$ cat config.mk
export PLATFORM = sky130hd
export DESIGN_NAME = int_pipe_top
export DESIGN_NICKNAME = d
export VERILOG_FILES = /design/src/cpu_pkg.sv /design/src/fwd_if.sv /design/src/pipe_stage.sv /design/src/reg_file.sv /design/src/decode_ctrl.sv /design/src/operand_mux.sv /design/src/exec_unit.sv /design/src/int_pipe_top.sv
export SDC_FILE = /design/constraint.sdc
export NUM_CORES = 2
export LEC_CHECK = 0
export BUFFER_PORTS_ARGS = -buffer_cell sky130_fd_sc_hd__buf_4
export CAP_MARGIN = 20
export CORE_ASPECT_RATIO = 0.7
export CORE_MARGIN = 2
export CORE_UTILIZATION = 45
export DETAILED_ROUTE_END_ITERATION = 7
export PLACE_DENSITY = 0.63
export SLEW_MARGIN = 20
export SYNTH_ARGS = -nofsm -noshare
export SYNTH_HDL_FRONTEND = slang
export SYNTH_SLANG_ARGS = --single-unit
$ cat constraint.sdc
create_clock -name clk -period 6.2 [get_ports clk]
set_input_delay 0.62 -clock clk [delete_from_list [all_inputs] [get_ports clk]]
set_output_delay 0.62 -clock clk [all_outputs]
set_load 0.1 [all_outputs]
$ cat src/cpu_pkg.sv
//////////////////////////////
// CPU shared definitions
// ALU operation codes, operand source selects
// and default datapath sizes
//////////////////////////////

package cpu_pkg;

	// Default datapath width and register count
	localparam int DATA_W_DEF  = 32;
	localparam int REG_CNT_DEF = 16;

	// ALU functions
	typedef enum logic [2:0] {
		ALU_ADD = 3'd0,
		ALU_SUB = 3'd1,
		ALU_AND = 3'd2,
		ALU_OR  = 3'd3,
		ALU_XOR = 3'd4,
		ALU_SLL = 3'd5,
		ALU_SRL = 3'd6,
		ALU_SLT = 3'd7
	} alu_op_t;

	// Operand source, immediate only valid for operand B
	typedef enum logic [1:0] {
		SEL_RF  = 2'd0,
		SEL_IMM = 2'd1,
		SEL_EX  = 2'd2,
		SEL_WB  = 2'd3
	} operand_sel_t;

endpackage

$ cat src/fwd_if.sv
//////////////////////////////
// Forwarding bus
// Results held in EX and WB with their
// destination registers
//////////////////////////////

`timescale 1ns/10ps

interface fwd_if #(
	parameter int DATA_W  = cpu_pkg::DATA_W_DEF,
	parameter int REG_CNT = cpu_pkg::REG_CNT_DEF
);
	localparam int REG_W = $clog2(REG_CNT);

	// EX stage result, combinational ALU output
	logic              ex_valid;
	logic [REG_W-1:0]  ex_rd;
	logic [DATA_W-1:0] ex_data;

	// WB stage result, straight from the writeback register
	logic              wb_valid;
	logic [REG_W-1:0]  wb_rd;
	logic [DATA_W-1:0] wb_data;

	// Driven by the execute unit
	modport src (output ex_valid, ex_rd, ex_data, wb_valid, wb_rd, wb_data);

	// Read by hazard detection and the operand muxes
	modport sink (input ex_valid, ex_rd, ex_data, wb_valid, wb_rd, wb_data);

endinterface

$ cat src/pipe_stage.sv
//////////////////////////////
// Pipeline register stage
// One-entry valid/ready register
// for an arbitrary payload type
//////////////////////////////

`timescale 1ns/10ps

module pipe_stage #(
	parameter type payload_t = logic
) (
	input  logic     clk,
	input  logic     rst_n,
	input  logic     in_valid,
	output logic     in_ready,
	input  payload_t in_data,
	output logic     out_valid,
	input  logic     out_ready,
	output payload_t out_data
);

	// Free when empty or when the held entry leaves this cycle
	assign in_ready = !out_valid || out_ready;

	// Occupancy flag
	always_ff @(posedge clk or negedge rst_n) begin
		if (!rst_n) begin
			out_valid <= 1'b0;
		end else if (in_ready) begin
			out_valid <= in_valid;
		end
	end

	// Payload only captured on a real transfer
	always_ff @(posedge clk) begin
		if (in_valid && in_ready) begin
			out_data <= in_data;
		end
	end

endmodule

$ cat src/reg_file.sv
//////////////////////////////
// Integer register file
// Two async read ports, one write port
// Register 0 hardwired to zero
//////////////////////////////

`timescale 1ns/10ps

module reg_file #(
	parameter int DATA_W  = cpu_pkg::DATA_W_DEF,
	parameter int REG_CNT = cpu_pkg::REG_CNT_DEF,
	localparam int REG_W  = $clog2(REG_CNT)
) (
	input  logic              clk,
	input  logic              rst_n,
	input  logic [REG_W-1:0]  ra,
	input  logic [REG_W-1:0]  rb,
	output logic [DATA_W-1:0] rd_data_a,
	output logic [DATA_W-1:0] rd_data_b,
	input  logic              wr_en,
	input  logic [REG_W-1:0]  wr_addr,
	input  logic [DATA_W-1:0] wr_data
);

	logic [DATA_W-1:0] regs [REG_CNT];

	// Write port, index 0 dropped
	always_ff @(posedge clk or negedge rst_n) begin
		if (!rst_n) begin
			for (int i = 0; i < REG_CNT; i++) begin
				regs[i] <= '0;
			end
		end else if (wr_en && (wr_addr != '0)) begin
			regs[wr_addr] <= wr_data;
		end
	end

	// Read ports
	assign rd_data_a = (ra == '0) ? '0 : regs[ra];
	assign rd_data_b = (rb == '0) ? '0 : regs[rb];

endmodule

$ cat src/decode_ctrl.sv
//////////////////////////////
// Hazard detection
// Matches source registers against EX and WB
// destinations and picks each operand source
//////////////////////////////

`timescale 1ns/10ps

module decode_ctrl #(
	parameter int REG_CNT = cpu_pkg::REG_CNT_DEF,
	localparam int REG_W  = $clog2(REG_CNT)
) (
	input  logic                   [REG_W-1:0] ra,
	input  logic                   [REG_W-1:0] rb,
	input  logic                               use_imm,
	fwd_if.sink                                fwd,
	output cpu_pkg::operand_sel_t              sel_a,
	output cpu_pkg::operand_sel_t              sel_b
);

	import cpu_pkg::*;

	//////////////////////////////
	// Forwarding priority
	//////////////////////////////

	// Youngest producer wins, EX before WB
	// Register 0 is constant so it never takes a forward
	function automatic operand_sel_t pick_src(
		input logic [REG_W-1:0] src,
		input logic             ex_valid,
		input logic [REG_W-1:0] ex_rd,
		input logic             wb_valid,
		input logic [REG_W-1:0] wb_rd
	);
		if (src == '0) begin
			return SEL_RF;
		end else if (ex_valid && (ex_rd == src)) begin
			return SEL_EX;
		end else if (wb_valid && (wb_rd == src)) begin
			return SEL_WB;
		end
		return SEL_RF;
	endfunction

	// Operand A is always a register source
	assign sel_a = pick_src(ra, fwd.ex_valid, fwd.ex_rd, fwd.wb_valid, fwd.wb_rd);

	// Immediate overrides any hazard on B
	assign sel_b = use_imm ? SEL_IMM :
		pick_src(rb, fwd.ex_valid, fwd.ex_rd, fwd.wb_valid, fwd.wb_rd);

endmodule

$ cat src/operand_mux.sv
//////////////////////////////
// Operand muxes
// Forwarding selection and the operand
// registers feeding the EX stage
//////////////////////////////

`timescale 1ns/10ps

module operand_mux #(
	parameter int DATA_W = cpu_pkg::DATA_W_DEF
) (
	input  logic                               clk,
	input  logic                               rst_n,
	input  logic                               load,
	input  logic                  [DATA_W-1:0] rf_data_a,
	input  logic                  [DATA_W-1:0] rf_data_b,
	input  logic                  [DATA_W-1:0] imm,
	input  cpu_pkg::operand_sel_t              sel_a,
	input  cpu_pkg::operand_sel_t              sel_b,
	fwd_if.sink                                fwd,
	output logic                  [DATA_W-1:0] operand_a,
	output logic                  [DATA_W-1:0] operand_b
);

	import cpu_pkg::*;

	logic [DATA_W-1:0] muxed_a;
	logic [DATA_W-1:0] muxed_b;

	// Four-way source select, shared by both operands
	function automatic logic [DATA_W-1:0] pick_operand(
		input operand_sel_t      sel,
		input logic [DATA_W-1:0] rf_val,
		input logic [DATA_W-1:0] imm_val,
		input logic [DATA_W-1:0] ex_val,
		input logic [DATA_W-1:0] wb_val
	);
		case (sel)
			SEL_IMM: return imm_val;
			SEL_EX:  return ex_val;
			SEL_WB:  return wb_val;
			default: return rf_val;
		endcase
	endfunction

	// Decode never asks for the immediate on A
	assign muxed_a = pick_operand(sel_a, rf_data_a, imm, fwd.ex_data, fwd.wb_data);
	assign muxed_b = pick_operand(sel_b, rf_data_b, imm, fwd.ex_data, fwd.wb_data);

	//////////////////////////////
	// Operand registers
	//////////////////////////////

	// Load follows EX acceptance, bubbles load too
	always_ff @(posedge clk or negedge rst_n) begin
		if (!rst_n) begin
			operand_a <= '0;
			operand_b <= '0;
		end else if (load) begin
			operand_a <= muxed_a;
			operand_b <= muxed_b;
		end
	end

endmodule

$ cat src/exec_unit.sv
//////////////////////////////
// Execute unit
// EX control stage, eight-function ALU,
// writeback stage and result stream
// Drives the forwarding bus and the
// register file write port
//////////////////////////////

`timescale 1ns/10ps

module exec_unit #(
	parameter int DATA_W  = cpu_pkg::DATA_W_DEF,
	parameter int REG_CNT = cpu_pkg::REG_CNT_DEF,
	localparam int REG_W  = $clog2(REG_CNT)
) (
	input  logic                          clk,
	input  logic                          rst_n,
	input  logic                          in_valid,
	output logic                          in_ready,
	input  cpu_pkg::alu_op_t              in_op,
	input  logic             [REG_W-1:0]  in_rd,
	input  logic             [DATA_W-1:0] operand_a,
	input  logic             [DATA_W-1:0] operand_b,
	fwd_if.src                            fwd,
	output logic                          out_valid,
	input  logic                          out_ready,
	output logic             [REG_W-1:0]  out_rd,
	output logic             [DATA_W-1:0] out_data,
	output logic                          wr_en,
	output logic             [REG_W-1:0]  wr_addr,
	output logic             [DATA_W-1:0] wr_data
);

	import cpu_pkg::*;

	// Shift amount covers the full data width
	localparam int SH_W = $clog2(DATA_W);

	typedef struct packed {
		alu_op_t          op;
		logic [REG_W-1:0] rd;
	} ex_ctl_t;

	typedef struct packed {
		logic [REG_W-1:0]  rd;
		logic [DATA_W-1:0] data;
	} wb_t;

	ex_ctl_t           ex_in;
	ex_ctl_t           ex_ctl;
	logic              ex_valid;
	logic              wb_ready;
	logic [DATA_W-1:0] alu_result;
	wb_t               wb_in;
	wb_t               wb_q;

	//////////////////////////////
	// EX stage
	//////////////////////////////

	assign ex_in = '{op: in_op, rd: in_rd};

	// Operands sit in operand_mux, only control is staged here
	pipe_stage #(.payload_t(ex_ctl_t)) u_ex_stage (
		.clk       (clk),
		.rst_n     (rst_n),
		.in_valid  (in_valid),
		.in_ready  (in_ready),
		.in_data   (ex_in),
		.out_valid (ex_valid),
		.out_ready (wb_ready),
		.out_data  (ex_ctl)
	);

	// ALU
	always_comb begin
		case (ex_ctl.op)
			ALU_ADD: alu_result = operand_a + operand_b;
			ALU_SUB: alu_result = operand_a - operand_b;
			ALU_AND: alu_result = operand_a & operand_b;
			ALU_OR:  alu_result = operand_a | operand_b;
			ALU_XOR: alu_result = operand_a ^ operand_b;
			ALU_SLL: alu_result = operand_a << operand_b[SH_W-1:0];
			ALU_SRL: alu_result = operand_a >> operand_b[SH_W-1:0];
			// Signed compare, zero extended flag
			ALU_SLT: alu_result = DATA_W'($signed(operand_a) < $signed(operand_b));
			default: alu_result = '0;
		endcase
	end

	//////////////////////////////
	// WB stage
	//////////////////////////////

	assign wb_in = '{rd: ex_ctl.rd, data: alu_result};

	pipe_stage #(.payload_t(wb_t)) u_wb_stage (
		.clk       (clk),
		.rst_n     (rst_n),
		.in_valid  (ex_valid),
		.in_ready  (wb_ready),
		.in_data   (wb_in),
		.out_valid (out_valid),
		.out_ready (out_ready),
		.out_data  (wb_q)
	);

	// Result stream
	assign out_rd   = wb_q.rd;
	assign out_data = wb_q.data;

	// Architectural write on the output handshake, r0 skipped
	assign wr_en   = out_valid && out_ready && (wb_q.rd != '0);
	assign wr_addr = wb_q.rd;
	assign wr_data = wb_q.data;

	// Forwarding sources
	assign fwd.ex_valid = ex_valid;
	assign fwd.ex_rd    = ex_ctl.rd;
	assign fwd.ex_data  = alu_result;
	assign fwd.wb_valid = out_valid;
	assign fwd.wb_rd    = wb_q.rd;
	assign fwd.wb_data  = wb_q.data;

endmodule

$ cat src/int_pipe_top.sv
//////////////////////////////
// Integer execute slice
// Register read, operand forwarding, ALU
// and writeback on valid/ready streams
//////////////////////////////

`timescale 1ns/10ps

module int_pipe_top #(
	parameter int DATA_W  = cpu_pkg::DATA_W_DEF,
	parameter int REG_CNT = cpu_pkg::REG_CNT_DEF,
	localparam int REG_W  = $clog2(REG_CNT)
) (
	input  logic                          clk,
	input  logic                          rst_n,
	// Instruction stream
	input  logic                          in_valid,
	output logic                          in_ready,
	input  cpu_pkg::alu_op_t              in_op,
	input  logic             [REG_W-1:0]  in_rd,
	input  logic             [REG_W-1:0]  in_ra,
	input  logic             [REG_W-1:0]  in_rb,
	input  logic             [DATA_W-1:0] in_imm,
	input  logic                          in_use_imm,
	// Result stream
	output logic                          out_valid,
	input  logic                          out_ready,
	output logic             [REG_W-1:0]  out_rd,
	output logic             [DATA_W-1:0] out_data
);

	import cpu_pkg::*;

	logic [DATA_W-1:0] rf_data_a;
	logic [DATA_W-1:0] rf_data_b;
	operand_sel_t      sel_a;
	operand_sel_t      sel_b;
	logic [DATA_W-1:0] operand_a;
	logic [DATA_W-1:0] operand_b;
	logic              wr_en;
	logic [REG_W-1:0]  wr_addr;
	logic [DATA_W-1:0] wr_data;

	// EX and WB results back to decode
	fwd_if #(.DATA_W(DATA_W), .REG_CNT(REG_CNT)) u_fwd ();

	reg_file #(.DATA_W(DATA_W), .REG_CNT(REG_CNT)) u_reg_file (
		.clk       (clk),
		.rst_n     (rst_n),
		.ra        (in_ra),
		.rb        (in_rb),
		.rd_data_a (rf_data_a),
		.rd_data_b (rf_data_b),
		.wr_en     (wr_en),
		.wr_addr   (wr_addr),
		.wr_data   (wr_data)
	);

	decode_ctrl #(.REG_CNT(REG_CNT)) u_decode_ctrl (
		.ra      (in_ra),
		.rb      (in_rb),
		.use_imm (in_use_imm),
		.fwd     (u_fwd.sink),
		.sel_a   (sel_a),
		.sel_b   (sel_b)
	);

	// Operands load whenever EX can take a new entry
	operand_mux #(.DATA_W(DATA_W)) u_operand_mux (
		.clk       (clk),
		.rst_n     (rst_n),
		.load      (in_ready),
		.rf_data_a (rf_data_a),
		.rf_data_b (rf_data_b),
		.imm       (in_imm),
		.sel_a     (sel_a),
		.sel_b     (sel_b),
		.fwd       (u_fwd.sink),
		.operand_a (operand_a),
		.operand_b (operand_b)
	);

	exec_unit #(.DATA_W(DATA_W), .REG_CNT(REG_CNT)) u_exec_unit (
		.clk       (clk),
		.rst_n     (rst_n),
		.in_valid  (in_valid),
		.in_ready  (in_ready),
		.in_op     (in_op),
		.in_rd     (in_rd),
		.operand_a (operand_a),
		.operand_b (operand_b),
		.fwd       (u_fwd.src),
		.out_valid (out_valid),
		.out_ready (out_ready),
		.out_rd    (out_rd),
		.out_data  (out_data),
		.wr_en     (wr_en),
		.wr_addr   (wr_addr),
		.wr_data   (wr_data)
	);

endmodule

==> results.cfg <==
[synth]
ys_seq_elements = 621
yosysWarnings = 0
syn_nets = 3592
avgSynthCellArea_um2 = 11.93
synth_area_leaders = dfrtp_1 (35%), mux4_2 (17%), mux2_2 (14%)
ys_types = 98
synth_edf_count = 43
synth.most_common_cell = dfrtp_1
syn-cell-area_um2 = 41040
ys_seq_area_share_pct = 38.39
yosysTopAreaCellShare_pct = 35.25
async_flop_share_pct = 93.08
yosysTopAreaCell = dfrtp_1
synthCells = 3441
ys.flop_type = dfrtp_1
synth_commonest_cells = dfrtp_1 (578), mux2_2 (497), mux4_2 (308)

[route]
vias_per_cell = 6.930
via_count = 31750
final_antenna_net_count = 0
drc = 2
drtIter0Drc = 4816
drt-total-wl_um = 145900
wl_per_cell_um = 31.84
drt-pass1-iter-count = 8

[setup_path]
critPathKind = reg -> reg
arrival_ps = 5160
end_kind = flop
required_ps = 6580
path_max_fanout = 26
worst_setup_path_start_kind = flop

[floorplan]
coreArea_um2 = 90130
io_pins = 90
die_area_um2 = 93660
initial_utilization_pct = 45.53
die_x_um = 364.9
die_y_um = 256.7
row_count = 92

[sta]
min_period_ps = 4781
tightestPinTransition_ps = 1122
hold_violations = 0
slew_headroom_pct = 24.23
setup_viol = 0
rsz0062_at_grt = false
fmax_ghz = 0.2092
fin_tns_setup_ps = 0
maxSlewViolCount = 0
clock_skew_ps = 13.76
post-route-period-util_pct = 77.11
holdWs_ps = 51.37

[global_route]
antenna_found_initial = 0
grt_pass1_wl_um = 214200
grt_max_degree = 165
grt_usage_pct = 30.91
grt_overflow = 0
grt_pass1_vias = 30030

[outcome]
violations = design-rule violations
status = complete, but fails checks

[place]
globalplace.congestion = 1.033
dp_cells = 4468
dp_hpwl_um = 98280
port_buffers = 89

[finish]
seqCellArea_um2 = 15760
nFillCells = 7919
final_layout_size_suffix_gt1_share_pct = 34.24
final_cells = 4581
multi_input_area_um2 = 23500
diodes = 0
area_growth_pct = 9.095
nets = 3459

[clock_network]
clock_latency_ps = 660
cts_made_buffers = 60
clock_path_buffers = 3
clock_sinks = 621
cts.repair.resized = 0
root_buffer = clkbuf_16
post_cts_buffers = 0
postCtsHoldBufs = 0
h-tree-depth = 2
path_clk_slew_ps = 70
cts_tree = built

[power_and_ir_drop]
p_per_area_nw_per_um2 = 450.6
net-switching-power_uw = 8230
p_leak_uw = 0.01850
p_int_uw = 11940
vdd_drop_max_mv = 0.2925
power.share.sequential_pct = 35.7
combPwrFrac_pct = 43.6
pwr-share-clk_pct = 20.8
switching_share_pct = 40.80

[min_path]
min_path_type = in -> async

[flow_run]
max_cap_viol_count = 0
## worst max-delay path, stage by stage, from the launching register on
cell,delay (ps)
dfrtp_2,710
inv_1,250
ha_1,400
nor2_1,80
o311ai_1,450
a211oi_1,330
o31ai_1,950
nand4_1,390
nand3_1,220
a221oi_2,90
o41ai_1,550
nor2_1,80
## state kept, by name, indices dropped and copies added, names as in the netlist
signal and flops:
u_exec_unit.u_ex_stage.out_data 7, u_operand_mux.operand_a 32, u_exec_unit.u_wb_stage.out_data 36, u_reg_file.regs 512
u_exec_unit.u_wb_stage.out_valid 1, u_operand_mux.operand_b 32, u_exec_unit.u_ex_stage.out_valid 1
## per-stage QoR
step	setup WS, ps	power (uW)	instance area [um2]	utilization (%)
after detailed placement	1729	15660	42520	47.18
final	1419	20170	44770	49.67
after floorplan	2160	12900	41040	-
after CTS	1709	19870	44760	49.66
after global placement	1763	15570	42520	47.18
after global routing	1169	21040	44770	49.67
## per-layer routing
metal	track usage, %	vias to the layer above	share of wire (%)	routed length, um
li1	-	13010	-	-
met1	48.21	16500	44	64260
met2	41.06	2040	40	58950
met3	9.807	199	13	19020
met4	7.419	0	2.5	3620
met5	0	-	0	0
## final cells by class
| type | instances | area share, % |
|---|---|---|
| sequential | 621 | 35.21 |
| timing repair buffer | 162 | 2.943 |
| inverter | 112 | 0.9391 |
| clock buffer | 83 | 3.862 |
| clock inverter | 30 | 1.135 |
| multi-input combinational | 2351 | 52.50 |
| tap | 1222 | 3.415 |
## cells in the final DEF (no fill, tap or decap), types with 12 or more instances in the layout
master,Yosys,layout
a211oi_1,33,33
a21boi_0,13,13
a21o_1,12,12
a21oi_1,175,175
a221o_1,19,19
a221oi_1,90,90
a222oi_1,16,16
a22oi_1,23,23
a31oi_1,19,19
buf_4,12,152
bufinv_16,0,12
clkbuf_16,0,61
clkbuf_8,0,12
dfrtp_1,578,574
edfxtp_1,43,43
ha_1,97,97
inv_1,109,109
mux2_2,497,497
mux2i_1,128,128
mux4_2,308,308
nand2_1,140,140
nand2b_1,29,29
nand3_1,25,25
nand4_1,12,12
nor2_1,205,193
nor2b_1,14,12
nor3_1,35,31
nor4_1,17,16
o211ai_1,34,34
o21ai_0,126,126
o221ai_1,16,16
o22ai_1,22,22
o31ai_1,18,18
or3_1,15,12
xnor2_1,13,13
## power by group through the flow
stage | registers, uW | clock network, uW | logic, uW
global placement | 7120 | 0 | 8450
CTS | 7120 | 4230 | 8510
finish | 7200 | 4190 | 8790
global route | 7380 | 4410 | 9240
floorplan | 6860 | 0 | 6030
detailed placement | 7190 | 0 | 8480
## logic make-up (layout without fill, tap and decap cells)
kind of cell / after synthesis / count (layout) / synth area share (%)
AO/OA/AOI/OAI: 744 / 744 / 12.82
XOR/XNOR: 24 / 24 / 0.5122
adder cells (fa/ha/maj): 99 / 99 / 3.055
buffers and inverters: 469 / 387 / 4.705
flip-flops: 621 / 621 / 38.39
multiplexers: 945 / 945 / 34.38
AND/OR/NAND/NOR: 539 / 539 / 6.138
## worst paths after layout
path                                             from  slack, ps  depth (start not counted)                             endpoint
hold reg to reg                  u_reg_file.regs[481]        390                          0                 u_reg_file.regs[481]
max in group asynchronous                       rst_n       4630                          2          u_operand_mux.operand_b[28]
setup reg to reg           u_operand_mux.operand_b[1]       1420                         11  u_exec_unit.u_wb_stage.out_data[27]
setup / recovery           u_operand_mux.operand_b[1]       1420                         11  u_exec_unit.u_wb_stage.out_data[27]
min in group clk                             in_op[2]        140                          1   u_exec_unit.u_ex_stage.out_data[6]
hold / removal                                  rst_n         50                          1                 u_reg_file.regs[212]
(Power assumes the default switching activity.)
